[src/hdl/apu_reg_pkg.sv]
`default_nettype none

package apu_reg_pkg;

	// One register byte, read as control or as sweep fields
	typedef union packed {
		struct packed {
			logic [1:0] duty;
			logic       halt;
			logic       const_vol;
			logic [3:0] vol;
		} ctrl;
		struct packed {
			logic       en;
			logic [2:0] period;
			logic       negate;
			logic [2:0] shift;
		} sweep;
	} reg_byte_u;

	localparam int REG_IDX_W = 2;

	// Status read and channel enable write
	localparam logic [4:0] STATUS_ADDR = 5'd21;

	// Voice select within addresses 0 to 7
	localparam int CH_ADDR_BIT = 2;

	// Length counter load values, indexed by register 3 bits 7:3
	localparam logic [7:0] LENGTH_TABLE [32] = '{
		8'd10,  8'd254, 8'd20, 8'd2,  8'd40, 8'd4,  8'd80, 8'd6,
		8'd160, 8'd8,   8'd60, 8'd10, 8'd14, 8'd12, 8'd26, 8'd14,
		8'd12,  8'd16,  8'd24, 8'd18, 8'd48, 8'd20, 8'd96, 8'd22,
		8'd192, 8'd24,  8'd72, 8'd26, 8'd16, 8'd28, 8'd32, 8'd30
	};

endpackage

`default_nettype wire

[src/hdl/apu_audio_pkg.sv]
`default_nettype none

package apu_audio_pkg;

	// Voice output level
	localparam int VOL_W = 4;

	// Sum of two voices
	localparam int SAMPLE_W = 5;

	// Pulse timer period
	localparam int TIMER_W = 11;

endpackage

`default_nettype wire

[src/hdl/apu_reg_decode.sv]
`default_nettype none

module apu_reg_decode (
	input  logic                              sys_clk,
	input  logic                              sys_rst_n,
	input  logic                              bus_sel,
	input  logic                              bus_we,
	input  logic [4:0]                        bus_addr,
	input  logic [7:0]                        bus_wdata,
	input  logic [1:0]                        act,
	output logic [1:0]                        ch_we,
	output logic [apu_reg_pkg::REG_IDX_W-1:0] reg_idx,
	output logic [7:0]                        wdata,
	output logic [1:0]                        ch_en,
	output logic [7:0]                        bus_rdata
);
	import apu_reg_pkg::*;

	logic wr;
	logic voice_hit;
	logic status_hit;

	assign wr = bus_sel && bus_we;
	// Voice registers live at 0 to 7 only
	assign voice_hit = bus_addr[4:CH_ADDR_BIT+1] == '0;
	assign status_hit = bus_addr == STATUS_ADDR;

	always_ff @(posedge sys_clk or negedge sys_rst_n) begin
		if (!sys_rst_n) begin
			ch_we <= 2'b00;
			ch_en <= 2'b00;
			bus_rdata <= 8'h00;
		end else begin
			ch_we <= 2'b00;
			if (wr && voice_hit)
				ch_we[bus_addr[CH_ADDR_BIT]] <= 1'b1;
			if (wr && status_hit)
				ch_en <= bus_wdata[1:0];
			// Status byte holds until the next read
			if (bus_sel && !bus_we)
				bus_rdata <= {6'b000000, act};
		end
	end

	always_ff @(posedge sys_clk) begin
		if (wr && voice_hit) begin
			reg_idx <= bus_addr[REG_IDX_W-1:0];
			wdata <= bus_wdata;
		end
	end

endmodule

`default_nettype wire

[src/hdl/apu_frame_seq.sv]
`default_nettype none

module apu_frame_seq #(
	parameter int TICK_DIV = 2,
	parameter int QFRAME_DIV = 8
) (
	input  logic sys_clk,
	input  logic sys_rst_n,
	output logic tick,
	output logic qframe,
	output logic hframe
);

	localparam int TICK_W = (TICK_DIV > 1) ? $clog2(TICK_DIV) : 1;
	localparam int QF_W = (QFRAME_DIV > 1) ? $clog2(QFRAME_DIV) : 1;

	logic [TICK_W-1:0] tick_cnt;
	logic [QF_W-1:0]   qf_cnt;
	logic              half_sel;
	logic              tick_wrap;
	logic              qf_wrap;

	assign tick_wrap = tick_cnt == TICK_W'(TICK_DIV - 1);
	assign qf_wrap = tick_wrap && (qf_cnt == QF_W'(QFRAME_DIV - 1));

	always_ff @(posedge sys_clk or negedge sys_rst_n) begin
		if (!sys_rst_n) begin
			tick_cnt <= '0;
			qf_cnt <= '0;
			half_sel <= 1'b0;
			tick <= 1'b0;
			qframe <= 1'b0;
			hframe <= 1'b0;
		end else begin
			tick_cnt <= tick_wrap ? '0 : tick_cnt + 1'b1;
			// Quarter-frame divider only advances on channel ticks
			if (tick_wrap)
				qf_cnt <= qf_wrap ? '0 : qf_cnt + 1'b1;
			if (qf_wrap)
				half_sel <= ~half_sel;
			tick <= tick_wrap;
			qframe <= qf_wrap;
			hframe <= qf_wrap && half_sel;
		end
	end

endmodule

`default_nettype wire

[src/hdl/apu_pulse.sv]
`default_nettype none

module apu_pulse #(
	parameter logic DEFECT = 1'b0
) (
	input  logic                              sys_clk,
	input  logic                              sys_rst_n,
	input  logic                              we,
	input  logic [apu_reg_pkg::REG_IDX_W-1:0] reg_idx,
	input  logic [7:0]                        wdata,
	input  logic                              en,
	input  logic                              tick,
	input  logic                              qframe,
	input  logic                              hframe,
	output logic [apu_audio_pkg::VOL_W-1:0]   vol,
	output logic                              act
);
	import apu_reg_pkg::*;
	import apu_audio_pkg::*;

	reg_byte_u          ctrl_r;
	reg_byte_u          sweep_r;
	logic [TIMER_W-1:0] period;
	logic [TIMER_W-1:0] timer_cnt;
	logic [2:0]         seq_step;
	logic               env_start;
	logic [VOL_W-1:0]   env_div;
	logic [VOL_W-1:0]   env_cnt;
	logic               swp_reload;
	logic [2:0]         swp_div;
	logic [7:0]         len_cnt;
	logic               wr0;
	logic               wr1;
	logic               wr2;
	logic               wr3;
	logic [TIMER_W-1:0] swp_delta;
	logic [TIMER_W-1:0] swp_target;
	logic               swp_carry;
	logic               swp_ok;
	logic               swp_mute;
	logic               swp_apply;
	logic               duty_gate;
	logic               gate;

	assign wr0 = we && en && reg_idx == 2'd0;
	assign wr1 = we && en && reg_idx == 2'd1;
	assign wr2 = we && en && reg_idx == 2'd2;
	assign wr3 = we && en && reg_idx == 2'd3;

	// Sweep target, one's complement negate when DEFECT is set
	assign swp_delta = (period >> sweep_r.sweep.shift) ^ {TIMER_W{sweep_r.sweep.negate}};
	assign {swp_carry, swp_target} = {1'b0, period} + {1'b0, swp_delta} +
		{{TIMER_W{1'b0}}, ~DEFECT & sweep_r.sweep.negate};
	assign swp_ok = sweep_r.sweep.negate ? swp_carry : ~swp_carry;
	assign swp_mute = ~sweep_r.sweep.negate & swp_carry;
	assign swp_apply = hframe && swp_div == 3'd0 && sweep_r.sweep.en &&
		sweep_r.sweep.shift != 3'd0 && swp_ok;

	always_ff @(posedge sys_clk or negedge sys_rst_n) begin
		if (!sys_rst_n) begin
			ctrl_r <= '0;
			sweep_r <= '0;
			period <= '0;
		end else if (!en) begin
			ctrl_r <= '0;
			sweep_r <= '0;
			period <= '0;
		end else begin
			if (wr0)
				ctrl_r <= wdata;
			if (wr1)
				sweep_r <= wdata;
			if (wr2)
				period[7:0] <= wdata;
			else if (wr3)
				period[TIMER_W-1:8] <= wdata[2:0];
			else if (swp_apply)
				period <= swp_target;
		end
	end

	// Timer steps the duty sequencer downwards
	always_ff @(posedge sys_clk or negedge sys_rst_n) begin
		if (!sys_rst_n) begin
			timer_cnt <= '0;
			seq_step <= 3'd0;
		end else if (!en) begin
			timer_cnt <= '0;
			seq_step <= 3'd0;
		end else if (wr3) begin
			timer_cnt <= {wdata[2:0], period[7:0]};
			seq_step <= 3'd0;
		end else if (tick) begin
			if (timer_cnt == '0) begin
				timer_cnt <= period;
				seq_step <= seq_step - 3'd1;
			end else begin
				timer_cnt <= timer_cnt - 1'b1;
			end
		end
	end

	always_comb begin
		case (ctrl_r.ctrl.duty)
			2'd0: duty_gate = seq_step == 3'b111;
			2'd1: duty_gate = seq_step[2:1] == 2'b11;
			2'd2: duty_gate = seq_step[2];
			default: duty_gate = seq_step[2:1] != 2'b11;
		endcase
	end

	// Envelope, halt doubles as loop
	always_ff @(posedge sys_clk or negedge sys_rst_n) begin
		if (!sys_rst_n) begin
			env_start <= 1'b0;
			env_div <= '0;
			env_cnt <= '0;
		end else if (!en) begin
			env_start <= 1'b0;
			env_div <= '0;
			env_cnt <= '0;
		end else begin
			if (qframe) begin
				if (env_start) begin
					env_div <= ctrl_r.ctrl.vol;
					env_cnt <= '1;
				end else if (env_div == '0) begin
					env_div <= ctrl_r.ctrl.vol;
					if (env_cnt != '0 || ctrl_r.ctrl.halt)
						env_cnt <= env_cnt - 1'b1;
				end else begin
					env_div <= env_div - 1'b1;
				end
			end
			if (wr3)
				env_start <= 1'b1;
			else if (qframe)
				env_start <= 1'b0;
		end
	end

	always_ff @(posedge sys_clk or negedge sys_rst_n) begin
		if (!sys_rst_n) begin
			swp_reload <= 1'b0;
			swp_div <= 3'd0;
		end else if (!en) begin
			swp_reload <= 1'b0;
			swp_div <= 3'd0;
		end else begin
			if (hframe) begin
				if (swp_div == 3'd0 || swp_reload)
					swp_div <= sweep_r.sweep.period;
				else
					swp_div <= swp_div - 3'd1;
			end
			if (wr1)
				swp_reload <= 1'b1;
			else if (hframe)
				swp_reload <= 1'b0;
		end
	end

	always_ff @(posedge sys_clk or negedge sys_rst_n) begin
		if (!sys_rst_n)
			len_cnt <= 8'd0;
		else if (!en)
			len_cnt <= 8'd0;
		else if (wr3)
			len_cnt <= LENGTH_TABLE[wdata[7:3]];
		else if (hframe && !ctrl_r.ctrl.halt && len_cnt != 8'd0)
			len_cnt <= len_cnt - 8'd1;
	end

	assign act = len_cnt != 8'd0;

	// Periods below 8 are ultrasonic and muted
	assign gate = en && act && period[TIMER_W-1:3] != '0 && duty_gate && !swp_mute;
	assign vol = gate ? (ctrl_r.ctrl.const_vol ? ctrl_r.ctrl.vol : env_cnt) : '0;

endmodule

`default_nettype wire

[src/hdl/apu_mixer.sv]
`default_nettype none

module apu_mixer #(
	parameter int SAMPLE_DIV = 16,
	parameter int CREDITS = 4
) (
	input  logic                               sys_clk,
	input  logic                               sys_rst_n,
	input  logic [apu_audio_pkg::VOL_W-1:0]    vol0,
	input  logic [apu_audio_pkg::VOL_W-1:0]    vol1,
	input  logic                               credit_return,
	output logic [apu_audio_pkg::SAMPLE_W-1:0] sample,
	output logic                               sample_valid
);
	import apu_audio_pkg::*;

	localparam int SLOT_W = (SAMPLE_DIV > 1) ? $clog2(SAMPLE_DIV) : 1;
	localparam int CRED_W = $clog2(CREDITS + 1);

	logic [SLOT_W-1:0] slot_cnt;
	logic [CRED_W-1:0] credits;
	logic              slot;
	logic              send;
	logic              ret_ok;

	assign slot = slot_cnt == SLOT_W'(SAMPLE_DIV - 1);
	assign send = slot && credits != '0;
	// A return at full count only counts against a send in that cycle
	assign ret_ok = credit_return && (credits != CRED_W'(CREDITS) || send);

	always_ff @(posedge sys_clk or negedge sys_rst_n) begin
		if (!sys_rst_n) begin
			slot_cnt <= '0;
			credits <= CRED_W'(CREDITS);
			sample_valid <= 1'b0;
			sample <= '0;
		end else begin
			slot_cnt <= slot ? '0 : slot_cnt + 1'b1;
			if (send && !ret_ok)
				credits <= credits - 1'b1;
			else if (!send && ret_ok)
				credits <= credits + 1'b1;
			sample_valid <= send;
			// No credit means the slot is dropped
			if (send)
				sample <= SAMPLE_W'(vol0) + SAMPLE_W'(vol1);
		end
	end

endmodule

`default_nettype wire

[src/hdl/apu_top.sv]
`default_nettype none

module apu_top #(
	parameter int TICK_DIV = 2,
	parameter int QFRAME_DIV = 8,
	parameter int SAMPLE_DIV = 16,
	parameter int CREDITS = 4
) (
	input  logic                               sys_clk,
	input  logic                               sys_rst_n,
	input  logic                               bus_sel,
	input  logic                               bus_we,
	input  logic [4:0]                         bus_addr,
	input  logic [7:0]                         bus_wdata,
	output logic [7:0]                         bus_rdata,
	output logic [apu_audio_pkg::SAMPLE_W-1:0] sample,
	output logic                               sample_valid,
	input  logic                               credit_return
);
	import apu_reg_pkg::*;
	import apu_audio_pkg::*;

	logic [1:0]           ch_we;
	logic [REG_IDX_W-1:0] reg_idx;
	logic [7:0]           wdata;
	logic [1:0]           ch_en;
	logic [1:0]           act;
	logic                 tick;
	logic                 qframe;
	logic                 hframe;
	logic [VOL_W-1:0]     vol0;
	logic [VOL_W-1:0]     vol1;

	apu_reg_decode decode_i (
		.sys_clk   (sys_clk),
		.sys_rst_n (sys_rst_n),
		.bus_sel   (bus_sel),
		.bus_we    (bus_we),
		.bus_addr  (bus_addr),
		.bus_wdata (bus_wdata),
		.act       (act),
		.ch_we     (ch_we),
		.reg_idx   (reg_idx),
		.wdata     (wdata),
		.ch_en     (ch_en),
		.bus_rdata (bus_rdata)
	);

	apu_frame_seq #(
		.TICK_DIV   (TICK_DIV),
		.QFRAME_DIV (QFRAME_DIV)
	) frame_i (
		.sys_clk   (sys_clk),
		.sys_rst_n (sys_rst_n),
		.tick      (tick),
		.qframe    (qframe),
		.hframe    (hframe)
	);

	// Voice 0 keeps the one's complement sweep
	apu_pulse #(
		.DEFECT (1'b1)
	) pulse0_i (
		.sys_clk   (sys_clk),
		.sys_rst_n (sys_rst_n),
		.we        (ch_we[0]),
		.reg_idx   (reg_idx),
		.wdata     (wdata),
		.en        (ch_en[0]),
		.tick      (tick),
		.qframe    (qframe),
		.hframe    (hframe),
		.vol       (vol0),
		.act       (act[0])
	);

	apu_pulse #(
		.DEFECT (1'b0)
	) pulse1_i (
		.sys_clk   (sys_clk),
		.sys_rst_n (sys_rst_n),
		.we        (ch_we[1]),
		.reg_idx   (reg_idx),
		.wdata     (wdata),
		.en        (ch_en[1]),
		.tick      (tick),
		.qframe    (qframe),
		.hframe    (hframe),
		.vol       (vol1),
		.act       (act[1])
	);

	apu_mixer #(
		.SAMPLE_DIV (SAMPLE_DIV),
		.CREDITS    (CREDITS)
	) mixer_i (
		.sys_clk       (sys_clk),
		.sys_rst_n     (sys_rst_n),
		.vol0          (vol0),
		.vol1          (vol1),
		.credit_return (credit_return),
		.sample        (sample),
		.sample_valid  (sample_valid)
	);

endmodule

`default_nettype wire

[config.mk]
export PLATFORM = sky130hd
export DESIGN_NAME = apu_top
export DESIGN_NICKNAME = d
export VERILOG_FILES = /design/src/hdl/apu_reg_pkg.sv /design/src/hdl/apu_audio_pkg.sv /design/src/hdl/apu_reg_decode.sv /design/src/hdl/apu_frame_seq.sv /design/src/hdl/apu_pulse.sv /design/src/hdl/apu_mixer.sv /design/src/hdl/apu_top.sv
export SDC_FILE = /design/constraint.sdc
export NUM_CORES = 1
export LEC_CHECK = 0
export CORE_ASPECT_RATIO = 0.7
export CORE_MARGIN = 3
export CORE_UTILIZATION = 59
export DETAILED_ROUTE_END_ITERATION = 8
export DONT_BUFFER_PORTS = 1
export GPL_TIMING_DRIVEN = 0
export PLACE_DENSITY = 0.8
export REMOVE_ABC_BUFFERS = 1
export SYNTH_ARGS = -nofsm -noshare
export SYNTH_HDL_FRONTEND = slang
export SYNTH_SLANG_ARGS = --single-unit
export TNS_END_PERCENT = 1
[constraint.sdc]
create_clock -name sys_clk -period 4.9 [get_ports sys_clk]
set_clock_uncertainty 0.1 [all_clocks]
set_input_delay 0.245 -clock sys_clk [delete_from_list [all_inputs] [get_ports sys_clk]]
set_output_delay 0.245 -clock sys_clk [all_outputs]
set_load 0.1 [all_outputs]
# After elaboration in Yosys (flattened, before gate mapping)
# Memory sizes are Yosys's and may differ from the RTL's.
# Cells that the tools add are included.
# word_totals
ff_bits,161
romBits,256
input_bits,18
output_inout_bits,14
elab_cells,298
n_memories,1
# op_classes
n_addsub,21
n_lt_le_gt_ge,3
eq_ne,47
shift,2
mux,94
n_bitwise,10
n_reduce_logical,81
# memory_table
name,depth,word_bits,read_ports,rd_ports_with_merged_regs,write_ports,line,source
(no name shown),32,8,1,0,0,apu_pulse.sv:169,len_cnt <= LENGTH_TABLE[wdata[7:3]];
# op_table
cell,n
2-to-1 mux 8 bit,20
2-to-1 mux 11 bit,12
2-to-1 mux 4 bit,23
2-to-1 mux 3 bit,21
!= test 3 x 1 -> 1 bit (second input constant),18
logical AND 1 bit,41
nonzero test 8 bit,4
adder 11 x 11 -> 12 bit,2
logical NOT 11 bit,2
right shift 11 x 3 -> 11 bit,2
subtractor 11 x 1 -> 11 bit (second input constant),2
XOR 11 bit,2
!= test 2 x 1 -> 1 bit (second input constant),8
subtractor 4 x 1 -> 4 bit (second input constant),4
subtractor 8 x 1 -> 8 bit (second input constant),2
subtractor 3 x 1 -> 3 bit (second input constant),5
2-to-1 mux 1 bit,14
adder 12 x 1 -> 12 bit,1
equality test 2 bit (second input constant),6
AND reduction 2 bit,6
equality test 3 bit (second input constant),3
nonzero test 3 bit,3
logical NOT 2 bit,4
logical NOT 4 bit,2
25 further kinds,51

# Depth between registers and ports, before layout
# Gate-level depths: netlist of the first run.
# depth
ltp_word,11
depth_mapped,26
mapped_depth_nobuf,24

# Cells and area by module
# Synthesis of the first run repeated with hierarchy kept, for this count alone.
# unflattened
hier_cells,1289
hier_area_um2,11295.8
# modules_own_cells
module,n_inst,cells_each,area_per_inst_um2,seq_area_each_um2
apu_pulse (pulse1_i),1,583,4828.4,1551.5
apu_pulse (pulse0_i),1,579,4813.4,1551.5
apu_mixer,1,74,764.5,326.6
apu_reg_decode,1,34,588.1,450.4
apu_frame_seq,1,19,301.5,200.2

# Worst setup path before layout of the first run
# No wires, ideal clock.
# synth_path
kind,register -> register
from,register pulse1_i.sweep_r[1] in the netlist's numbering
to,register mixer_i.sample[3] in the netlist's numbering
setup_ps,136
arrival_ps,4474
t_required_ps,4664
slack_ps,190
stages_incl_launch_ff,23
n_path_buf,2
period_less_slack_ps,4710
cell_sequence,dfrtp_1 buf_2 buf_2 mux2i_1 mux4_2 xnor2_1 ha_1 a21o_1 a21oi_1 mux2i_1 a31o_2 a211oi_2 o31ai_1 ha_1 nor3_1 nand4b_1 or2_2 inv_1 ha_1 a21o_1 a21oi_1 xor2_1 o21ai_0
# synth_between
elab_chain_len,9
# synth_lines
item,line,source
"start, declared",apu_pulse.sv:22,reg_byte_u sweep_r;
"start signal, assigned",apu_pulse.sv:72,sweep_r <= wdata;
right shift 11 x 3 -> 11 bit,apu_pulse.sv:51,assign swp_delta = (period >> sweep_r.sweep.shift) ^ {TIMER_W{sweep_r.sweep.negate}};
XOR 11 bit,apu_pulse.sv:51,
adder 11 x 11 -> 12 bit,apu_pulse.sv:52,"assign {swp_carry, swp_target} = {1'b0, period} + {1'b0, swp_delta} +"
adder 12 x 1 -> 12 bit,apu_pulse.sv:52,
bitwise AND 1 bit,apu_pulse.sv:55,assign swp_mute = ~sweep_r.sweep.negate & swp_carry;
logical NOT 1 bit,apu_pulse.sv:177,assign gate = en && act && period[TIMER_W-1:3] != '0 && duty_gate && !swp_mute;
logical AND 1 bit,apu_pulse.sv:177,
2-to-1 mux 4 bit,apu_pulse.sv:178,assign vol = gate ? (ctrl_r.ctrl.const_vol ? ctrl_r.ctrl.vol : env_cnt) : '0;
adder 4 x 4 -> 5 bit,apu_mixer.sv:46,sample <= SAMPLE_W'(vol0) + SAMPLE_W'(vol1);
"end signal, assigned",apu_mixer.sv:46,
"end, declared",apu_mixer.sv:12,"output logic [apu_audio_pkg::SAMPLE_W-1:0] sample,"
# Every way passes these cells.
# A chain may end at the register's enable or synchronous reset.

# Worst setup path after layout of the first run
# layout_path
from,register pulse0_i.sweep_r[1] in the netlist's numbering
to,register mixer_i.sample[3] in the netlist's numbering
# layout_between
elab_chain_len,8
# layout_lines
item,line
"start, declared",apu_pulse.sv:22
"start signal, assigned",apu_pulse.sv:72
right shift 11 x 3 -> 11 bit,apu_pulse.sv:51
XOR 11 bit,apu_pulse.sv:51
adder 11 x 11 -> 12 bit,apu_pulse.sv:52
bitwise AND 1 bit,apu_pulse.sv:55
logical NOT 1 bit,apu_pulse.sv:177
logical AND 1 bit,apu_pulse.sv:177
2-to-1 mux 4 bit,apu_pulse.sv:178
adder 4 x 4 -> 5 bit,apu_mixer.sv:46
# Every way passes these cells.

==> summary.md, run 1 <==
| Metric | Value |
|---|---|
| Crit. End Element | flop |
| Count of pins over their slew limit | 0 |
| Crit-path max FO | 5 |
| Hold WC Path Type | in -> reg |
| Top post-synthesis cells by area | dfrtp_1 (35%), ha_1 (6.6%), o21ai_0 (5.6%) |
| Core box area | 17400 sq um |
| CP max stage cell | dfrtp_4 |
| Largest net degree at the start of global routing | about 150 |
| Drt wl/cell | about 19 microns |
| Worst Hold Depth | 3 |
| Hold Crit Start | credit_return |
| Buffers on Ports | 0 |
| Post-Syn Area | approximately 11000 sq um |
| Worst hold slack | ~0.026 ns |
| Crit start category | flop |
| ANT cells | 0 |
| Syn Area/Cell | around 8.6 sq um |
| Layout area overhead | 10.5% |
| Crit path kind | reg -> reg |
| IO Pins | 32 |
| Share of cells above drive strength 1 | approximately a tenth |
| Worst reg2reg startpoint | pulse0_i.sweep_r[1]$_DFFE_PN0P_ |
| Antenna-violating nets left | 0 |
| Critical Path RT | around 5 ns |
| Sequential Power Share | 35.9% |
| CP max stage delay | 0.52 ns |
| Design Area, Final | roughly 12000 sq um |
| Number of distinct library cells after synthesis | just under 80 |
| Setup TNS | 0 ns |
| Initial Util | approximately 61% |
| H-tree lvl count | 4 |
| Clock power frac | a little under a quarter |
| Post-synth top flop | dfrtp_1 |
| Static leakage power | around 5 nW |
| Global-route wire length before repair | ~43000 microns |
| Initial antenna violation count | 0 |
| Most frequent cells in the layout | dfrtp_1 (145), nand2_1 (143), nor2_1 (127), o21ai_0 (114), a21oi_1 (75) |
| Worst min-delay path endpoint | mixer_i.credits[1]$_DFFE_PN0P_ |
| Sequential element share of the synthesized area | just under 40% |
| Gr busiest metal | met1 |
| Via count | a little over 9000 |
| Worst VDD drop | ~0.23 mV |
| Post-DP Area | ~11000 sq um |
| Synth area leader | dfrtp_1 |
| Cell Chain, Critical Path | buf_12, mux2i_1, mux2_2, o22ai_1, xnor2_1, ha_1, a2111oi_0, o21ai_0, nand3_1, o21ai_1, nand3_1, nand2_1, ha_1, nor3_1, nand4b_1, or2_2, inv_1, ha_4, a21o_1, a21oi_2, xor2_1, o21ai_1 |
| Max-Cap Viols | 0 |
| Worst slew pin tran | between 1 and 1.5 ns |
| Gpl congestion | 0.920 |
| Met3 Resource Use GR | under 10% |
| Clock Path Buffers | 2 |
| Root Buffer | clkbuf_16 |
| Ys async rst share | between 90 and 100% |
| Total GRT Usage | between 20% and 30% |
| Final Hold Viols | 0 |
| Psw | 2.28 mW |
| R2R Setup Slk | around 0.022 ns |
| DRC violations left | 0 |
| DIE WIDTH | 166 microns |
| Power Density | between 400 and 500 nW/um^2 |
| Sw frac | between 40 and 50% |
| Status | finished clean |
| Die Ht | about 120 microns |
| Post-synth top area share | roughly 35% |
| Nets | ~1300 |
| Logic pwr share | about two fifths |
| #FFs+latches synth | approximately 160 |
| Met2 Track Usage GR | 39.1% |
| Later-pin clock latency in the skew report | 0.43 ns |
| # rows | 40 |
| DR pass1 iterations | 5 |
| TritonCTS Buffers | 17 |
| Clock slew at reported path FFs | approximately 0.070 ns |
| Final Power | 5.68 mW |
| GR Overflow Total | 0 |
| Reg2reg end | mixer_i.sample[3]$_DFFE_PN0P_ |
| Die Area | 19600 sq um |
| Final Setup Violations | 0 |
| Max frequency | around 200 MHz |
| Post-synth EDFFs | 10 |
| Final min period | around 4.9 ns |
| Via density per instance | ~6.3 |
| Vias in the first global route | between 8000 and 9000 |
| RSZ-0062 raised after global routing | true |
| DR iter-0 viols | between 800 and 900 |
| CTS tree | yes |
| Arrival @ worst endpoint | between 5 and 6 ns |
| Final WL | between 20000 and 30000 microns |
| Worst r2r path cells | 22 |
| Commonest non-fill, non-tap cell in the layout | dfrtp_1 |
| Tcrit/Tclk final | approximately 100% |
| Clock Sinks | 161 |
| Dpl hpwl | ~18000 microns |
| Rel. slew slack | 10.7% |
| Worst setup path startpoint | pulse0_i.sweep_r[1]$_DFFE_PN0P_ |
| Int Pwr | about 3.4 mW |
| Grt met1 use | between 40% and 50% |
| Post-Synthesis Cells | approximately 1200 |
| Synth warn | 0 |
## how the worst max path moves through the flow
stage | end | slack (ns) | cells after the start
global placement | mixer_i.sample[3]$_DFFE_PN0P_ | -0.47 | 20
global route | mixer_i.sample[3]$_DFFE_PN0P_ | -0.22 | 24
floorplan | mixer_i.sample[3]$_DFFE_PN0P_ | 0.16 | 20
CTS | mixer_i.sample[4]$_DFFE_PN0P_ | 0.001 | 23
finish | mixer_i.sample[3]$_DFFE_PN0P_ | 0.02 | 22
detailed placement | mixer_i.sample[3]$_DFFE_PN0P_ | -0.63 | 20
## registers in the layout, indices dropped and copies added (netlist names), 11 cells and up
signal              flops
pulse1_i.period        11
pulse0_i.timer_cnt     11
pulse0_i.period        11
pulse1_i.timer_cnt     11
## critical path: cells and delay by family (launching register included)
family | cells | cell delay, ns
and+or+nand+nor | 6 | 1.18
xor gates and xnor gates | 2 | 0.36
buffers and inverters | 2 | 0.26
muxes | 2 | 0.41
AOI/OAI and AO/OA | 7 | 1.20
adders and majority gates | 3 | 0.73
DFF | 1 | 0.52
## logic make-up after synthesis
family	Yosys count	share of synthesized area [%]
AO/OA/AOI/OAI	329	19.1
other	1	0.0354
flip-flops	161	38.5
buffers and inverters	128	4.89
adder cells (fa/ha/maj)	60	7.38
AND/OR/NAND/NOR	429	18.8
multiplexers	68	7.02
XOR/XNOR	51	4.22
## area by class of cell
class	instances	area, sq um
sequential	161	4090
fill	1330	5670
clock inverter	10	98.8
multi-input combinational	943	6140
clock buffer	22	495
inverter	60	225
timing repair buffer	36	350
tap	231	289
## cells in the mapped netlist (7+ instances only)
library cell,number
a211oi_1,7
a21o_1,15
a21oi_1,83
a22o_1,7
a22oi_1,9
a31oi_1,13
clkbuf_1,52
dfrtp_1,150
edfxtp_1,10
ha_1,56
inv_1,57
mux2_2,10
mux2i_1,54
nand2_1,143
nand2b_1,14
nand3_1,23
nand4_1,7
nor2_1,129
nor3_1,40
nor3b_1,8
nor4_1,12
o21ai_0,118
o22ai_1,11
o31ai_1,15
or2_2,7
or3_1,7
xnor2_1,34
xor2_1,17
## metrics by stage
stage / cells / utilization (%) / worst slack, ns
detailed placement: 1395 / 61.0 / -0.633
global route: 1463 / 67.3 / -0.216
global placement: 1395 / 61.0 / -0.474
CTS: 1454 / 66.4 / 0.00143
finish: 1463 / 67.3 / 0.0215
floorplan: 1164 / - / 0.164
## power groups by stage
stage                     clock network, mW  registers, mW  logic, mW
after floorplan                           0           1.90       1.71
after global placement                    0           2.03       1.99
after detailed placement                  0           2.03       2.06
after CTS                              1.34           2.02       2.17
after global routing                   1.41           2.08       2.58
final                                  1.34           2.04       2.30
## metal layers
| layer | vias to the layer above | wire length (microns) |
|---|---|---|
| met5 | - | 0 |
| met4 | 0 | 411 |
| met3 | 36 | 2490 |
| met2 | 423 | 11700 |
| met1 | 4361 | 12500 |
| li1 | 4330 | - |
## timing repair
item	CTS	global route
buffers inserted	12	8
pin swaps	6	20
hold buffers	15	0
endpoints found under the hold margin	166	0
resized for setup	18	27
setup endpoints to repair	14	13
Note: power is estimated with default switching activity, not from simulation.
==> run 2: changes to the inputs <==
--- a/config.mk
+++ b/config.mk
@@ -6,13 +6,15 @@
 export NUM_CORES = 1
 export LEC_CHECK = 0
 export CORE_ASPECT_RATIO = 0.7
-export CORE_MARGIN = 3
+export CORE_MARGIN = 2
 export CORE_UTILIZATION = 59
+export CTS_CLUSTER_SIZE = 14
 export DETAILED_ROUTE_END_ITERATION = 8
 export DONT_BUFFER_PORTS = 1
 export GPL_TIMING_DRIVEN = 0
 export PLACE_DENSITY = 0.8
 export REMOVE_ABC_BUFFERS = 1
+export SETUP_SLACK_MARGIN = 0.3
 export SYNTH_ARGS = -nofsm -noshare
 export SYNTH_HDL_FRONTEND = slang
 export SYNTH_SLANG_ARGS = --single-unit
==> run 2 against run 1 <==
Compared with the run above:
- power hardly changed
- non-clock buffer count is 5 lower
- hold slack worse by 0.0086 ns
- register-to-register slack better by 0.15 ns
- critical path depth is 2 higher
==> summary.md, run 2 (same netlist as run 1, synthesis figures left out) <==
| Metric | Value |
|---|---|
| H-tree lvl count | 4 |
| Final Setup Violations | 0 |
| Drt wl/cell | around 18 microns |
| Power Density | a little under 500 nW/um^2 |
| Gpl congestion | between 0.9 and 1 |
| Initial antenna violation count | 0 |
| Hold WC Path Type | in -> reg |
| Crit path kind | reg -> reg |
| Core box area | ~17000 sq um |
| Die Area | 19000 sq um |
| IO Pins | 32 |
| Clock slew at reported path FFs | about 0.07 ns |
| Share of cells above drive strength 1 | 8.73% |
| Antenna-violating nets left | 0 |
| Final Hold Viols | 0 |
| Clock Path Buffers | 2 |
| Initial Util | between 60% and 70% |
| Dpl hpwl | 17600 microns |
| Via count | ~9100 |
| Worst slew pin tran | roughly 1.2 ns |
| Rel. slew slack | around a fifth |
| Buffers on Ports | 0 |
| ANT cells | 0 |
| Vias in the first global route | a little under 9000 |
| Clock Sinks | about 160 |
| Critical Path RT | just over 5 ns |
| Max frequency | around 210 MHz |
| Global-route wire length before repair | between 40000 and 50000 microns |
| Most frequent cells in the layout | dfrtp_1 (146), nand2_1 (143), nor2_1 (128), o21ai_0 (113), a21oi_1 (76) |
| Total GRT Usage | a little under 30% |
| Crit. End Element | flop |
| DIE WIDTH | ~160 microns |
| Fin util | 66.7% |
| Nets | ~1300 |
| Later-pin clock latency in the skew report | ~0.44 ns |
| Final WL | around 27000 microns |
| Count of pins over their slew limit | 0 |
| DR iter-0 viols | 990 |
| TritonCTS Buffers | 17 |
| Status | finished clean |
| Crit start category | flop |
| Tcrit/Tclk final | a little over nine tenths |
| DRC violations left | 0 |
| Layout area overhead | 9.48% |
| Crit-path max FO | 6 |
| Worst VDD drop | around 0.24 mV |
| Commonest non-fill, non-tap cell in the layout | dfrtp_1 |
| DR pass1 iterations | 6 |
| Final Power | 5.68 mW |
| GR Overflow Total | 0 |
| Static leakage power | around 5 nW |
| CTS tree | yes |
| Largest net degree at the start of global routing | around 150 |
| Final min period | around 4.7 ns |
| Via density per instance | between 6 and 7 |
| RSZ-0062 raised after global routing | true |
| Arrival @ worst endpoint | 4.95 ns |
| # rows | 40 |
| Max-Cap Viols | 0 |
| Die Ht | 116 microns |
| Root Buffer | clkbuf_16 |
-- run 2: final timing paths --
check	from	end	slack, ns	cells past startpoint
setup / recovery	pulse1_i.sweep_r[1]$_DFFE_PN0P_	mixer_i.sample[3]$_DFFE_PN0P_	0.17	24
hold / removal	bus_addr[1]	decode_i.ch_en[1]$_DFFE_PN0P_	0.02	4
setup reg to reg	pulse1_i.sweep_r[1]$_DFFE_PN0P_	mixer_i.sample[3]$_DFFE_PN0P_	0.17	24
hold reg to reg	frame_i.half_sel$_DFFE_PN0P_	frame_i.half_sel$_DFFE_PN0P_	0.38	1
max in group asynchronous	sys_rst_n	pulse1_i.period[6]$_DFFE_PN0P_	3.69	2
min in group asynchronous	sys_rst_n	pulse1_i.sweep_r[0]$_DFFE_PN0P_	0.29	2
-- run 2: timing repair --
item / in CTS / in global routing
endpoints found under the hold margin: 168 / 0
gates resized for setup: 29 / 8
setup buffers: 11 / 2
pin swaps: 22 / 9
hold buffers: 16 / 0
endpoints found under the setup margin: 21 / 14
-- run 2: layer usage --
layer  wire, microns  GRT usage [%]  part of all wire (%)
met1           12400           43.4                    46
met2           11500           43.7                    43
met3            2470           6.91                   9.2
met4             474           9.59                   1.8
met5               0              0                     0
-- run 2: critical path: stages (launching register included) --
cell and delay [ns]:
dfrtp_4 0.49, buf_12 0.14, buf_6 0.11, mux2i_2 0.19, mux2i_1 0.11, nor2_1 0.15, a21oi_2 0.05, xnor2_1 0.18
ha_2 0.31, a21o_1 0.19, a21o_1 0.15, a21o_1 0.18, a31o_4 0.22, a211oi_2 0.18, o31ai_1 0.11, ha_2 0.21
nor3_2 0.10, nand4b_1 0.26, or2_4 0.33, inv_2 0.05, ha_1 0.22, a21o_1 0.20, a21oi_2 0.13, xor2_1 0.17
o21ai_1 0.09
-- run 2: cell type report --
type,instances,area (sq um)
clock buffer,21,460
clock inverter,10,113
fill,1342,5780
inverter,60,225
multi-input combinational,943,6100
sequential,161,4090
tap,231,289
timing repair buffer,31,308
-- run 2: through the flow --
| stage | hold WS, ns | cells | cell area (sq um) | setup TNS (ns) | setup slack, ns |
|---|---|---|---|---|---|
| 2_1_floorplan | -0.151 | 1164 | 10300 | 0 | 0.164 |
| 3_3_place_gp | -0.145 | 1395 | 10600 | -1.33 | -0.449 |
| 3_5_place_dp | -0.146 | 1395 | 10600 | -1.97 | -0.511 |
| 4_1_cts | 0.00646 | 1453 | 11500 | 0 | 0.215 |
| 5_1_grt | 0.0469 | 1457 | 11600 | -0.197 | -0.108 |
| 6_report | 0.0170 | 1457 | 11600 | 0 | 0.171 |
-- run 2: power breakdown --
group	switching, mW	internal, mW	total, mW
sequential	0.460	1.58	2.04
clock	0.556	0.772	1.33
combinational	1.27	1.04	2.31
total	2.29	3.39	5.68
==> run 3: changes to the inputs <==
--- a/config.mk
+++ b/config.mk
@@ -5,6 +5,7 @@
 export SDC_FILE = /design/constraint.sdc
 export NUM_CORES = 1
 export LEC_CHECK = 0
+export ABC_AREA = 1
 export CORE_ASPECT_RATIO = 0.7
 export CORE_MARGIN = 2
 export CORE_UTILIZATION = 59
==> run 3 against run 2 <==
Compared with the run above:
- final area increased by 0.81%
- area after synthesis fell by 0.26%
- wire length rose by 7.1%
- highest routed layer unchanged
- clock power is 7% higher
- final cell count increased by 11%
- fmax grew 8.5%
- clock-buffer cell count is 3 lower
- largest power group unchanged
- synthesized cell count increased by 11%
- critical path depth grew 1
==> summary.md, run 3 <==
| Metric | Value |
|---|---|
| Status | finished clean |
| Worst VDD drop | ~0.31 mV |
| Hold Crit Start | bus_addr[2] |
| TritonCTS Buffers | 17 |
| Number of distinct library cells after synthesis | 56 |
| Tcrit/Tclk final | between 80% and 90% |
| Max-Cap Viols | 0 |
| Largest net degree at the start of global routing | around 150 |
| Count of pins over their slew limit | 0 |
| Crit. End Element | flop |
| Static leakage power | around 5.7 nW |
| Crit-path max FO | 5 |
| Initial antenna violation count | 0 |
| Final Setup Violations | 0 |
| Antenna-violating nets left | 0 |
| Ys async rst share | 93.8% |
| Post-Syn Area | 10600 sq um |
| Share of cells above drive strength 1 | around a tenth |
| Max frequency | roughly 230 MHz |
| Worst reg2reg startpoint | pulse0_i.period[9]$_DFFE_PN0P_ |
| Commonest non-fill, non-tap cell in the layout | nand2_1 |
| Nets | ~1500 |
| Hold WC Path Type | in -> reg |
| Arrival @ worst endpoint | around 4.6 ns |
| Grt met1 use | between 40% and 50% |
| Clock Sinks | 161 |
| Layout area overhead | 10.7% |
| Crit path kind | reg -> reg |
| Post-Synthesis Cells | 1356 |
| Gpl congestion | 0.985 |
| Setup TNS | 0 ns |
| Top post-synthesis cells by area | dfrtp_1 (36%), nand2_1 (8.2%), o21ai_0 (6.7%) |
| Root Buffer | clkbuf_16 |
| DIE WIDTH | ~160 microns |
| H-tree lvl count | 4 |
| Initial Util | 61.0% |
| Later-pin clock latency in the skew report | roughly 0.44 ns |
| Most frequent cells in the layout | nand2_1 (231), inv_1 (161), dfrtp_1 (144), nor2_1 (116), o21ai_0 (116) |
| DRC violations left | 0 |
| Clock slew at reported path FFs | approximately 0.060 ns |
| #FFs+latches synth | between 150 and 200 |
| Clock Path Buffers | 2 |
| Drt wl/cell | between 15 and 20 microns |
| CTS tree | yes |
| RSZ-0062 raised after global routing | false |
| Post-synth top flop | dfrtp_1 |
| Total GRT Usage | a little under a third |
| Worst setup path startpoint | pulse0_i.period[9]$_DFFE_PN0P_ |
| Sequential element share of the synthesized area | approximately 39% |
| Post-synth EDFFs | 10 |
| Top cells by count, synth | nand2_1 (231), inv_1 (165), dfrtp_1 (150), o21ai_0 (141), nor2_1 (117) |
| Rel. slew slack | a little under a third |
| Final min period | roughly 4.4 ns |
| Most common cell in the netlist | nand2_1 |
| Critical Path RT | between 5 and 6 ns |
| Vias in the first global route | approximately 8900 |
| Gr busiest metal | met1 |
| Crit start category | flop |
| Synth area leader | dfrtp_1 |
| Via count | 9662 |
| Syn Area/Cell | roughly 7.8 sq um |
| Final WL | between 20000 and 30000 microns |
| Global-route wire length before repair | 45500 microns |
| Final Power | 6.38 mW |
| Post-synth top area share | between 30% and 40% |
| Worst slew pin tran | roughly 1.0 ns |
| Core box area | about 17000 sq um |
| Power Density | about 550 nW/um^2 |
| GR Overflow Total | 0 |
| # rows | 40 |
| DR iter-0 viols | between 1000 and 1500 |
| ANT cells | 0 |
| Met2 Track Usage GR | roughly 45% |
| IO Pins | 32 |
| DR pass1 iterations | 8 |
| Die Area | roughly 19000 sq um |
| Buffers on Ports | 0 |
| Dpl hpwl | approximately 20000 microns |
| Via density per instance | 5.96 |
| Die Ht | roughly 120 microns |
| Final Hold Viols | 0 |
| Synth warn | 0 |
| Met3 Resource Use GR | about 7.4% |
-- run 3: layout make-up --
type | instances | area [sq um]
fill | 1413 | 5630
timing repair buffer | 32 | 313
multi-input combinational | 975 | 5650
tap | 231 | 289
timing repair inverter | 1 | 5.00
inverter | 188 | 721
clock buffer | 18 | 429
clock inverter | 14 | 188
sequential | 161 | 4090
-- run 3: path summary, 6_finish.rpt --
| path | endpoint | slack (ns) | cells past startpoint |
|---|---|---|---|
| worst max-delay path | mixer_i.sample[4]$_DFFE_PN0P_ | 0.54 | 25 |
| worst min-delay path | decode_i.ch_en[0]$_DFFE_PN0P_ | 0.004 | 2 |
| worst max register to register | mixer_i.sample[4]$_DFFE_PN0P_ | 0.54 | 25 |
| worst min register to register | pulse1_i.len_cnt[0]$_DFFE_PN0P_ | 0.38 | 1 |
| max in group asynchronous | pulse1_i.sweep_r[1]$_DFFE_PN0P_ | 3.62 | 2 |
| min in group asynchronous | pulse1_i.period[2]$_DFFE_PN0P_ | 0.31 | 2 |
-- run 3: repair_timing --
action                                  in CTS  in global routing
pin swaps                                    0                 14
buffers inserted                             1                 14
cloned                                       0                  1
hold buffers                                17                  0
gates resized for setup                      8                 44
endpoints found under the setup margin       4                  4
endpoints found under the hold margin      167                  0
-- run 3: critical path, stage by stage, from the launching register on --
cell and delay (ns):
dfrtp_1 0.42, inv_1 0.19, nand2_1 0.10, o21ai_2 0.09, nand2_1 0.07, o21ai_1 0.12, o21ai_1 0.11, xor2_1 0.25
ha_1 0.34, nand2_1 0.11, nor2_1 0.06, nand3_1 0.08, nand4_1 0.18, nand2_1 0.11, inv_1 0.05, nor2_1 0.09
o21bai_1 0.07, ha_2 0.19, nor4_2 0.19, o2111ai_2 0.23, nor2_2 0.18, ha_2 0.19, inv_1 0.05, fa_1 0.38
nand3b_1 0.17, a31oi_1 0.15
-- run 3: logic make-up (layout without fill, tap and decap cells) --
logic type,Yosys count,after routing,synth area share [%]
AOI/OAI and AO/OA,322,322,17.2
xor gates and xnor gates,57,57,4.73
adders and majority gates,60,60,7.39
buffers and inverters,225,253,8.63
DFF,161,161,38.6
muxes,8,8,0.782
other,1,6,0.0355
and+or+nand+nor,522,522,22.5
-- run 3: per-stage QoR --
step | cells | hold slack, ns | util (%) | cell area, sq um | worst slack (ns)
after floorplan | 1324 | -0.151 | - | 10400 | 0.964
after global placement | 1555 | -0.147 | 61.6 | 10700 | 0.238
after detailed placement | 1555 | -0.148 | 61.6 | 10700 | 0.185
after CTS | 1605 | 0.00858 | 66.4 | 11500 | 0.345
after global routing | 1620 | 0.0259 | 67.5 | 11700 | 0.257
final | 1620 | 0.00355 | 67.5 | 11700 | 0.541
-- run 3: report_power, final --
| part | switching, mW | internal (mW) |
|---|---|---|
| clock network | 0.572 | 0.850 |
| logic | 1.80 | 1.07 |
| registers | 0.428 | 1.66 |
-- run 3: routing by layer --
layer | vias to the layer above | wire, microns
li1 | 4582 | -
met1 | 4562 | 13300
met2 | 465 | 11700
met3 | 53 | 3220
met4 | 0 | 522
met5 | - | 0
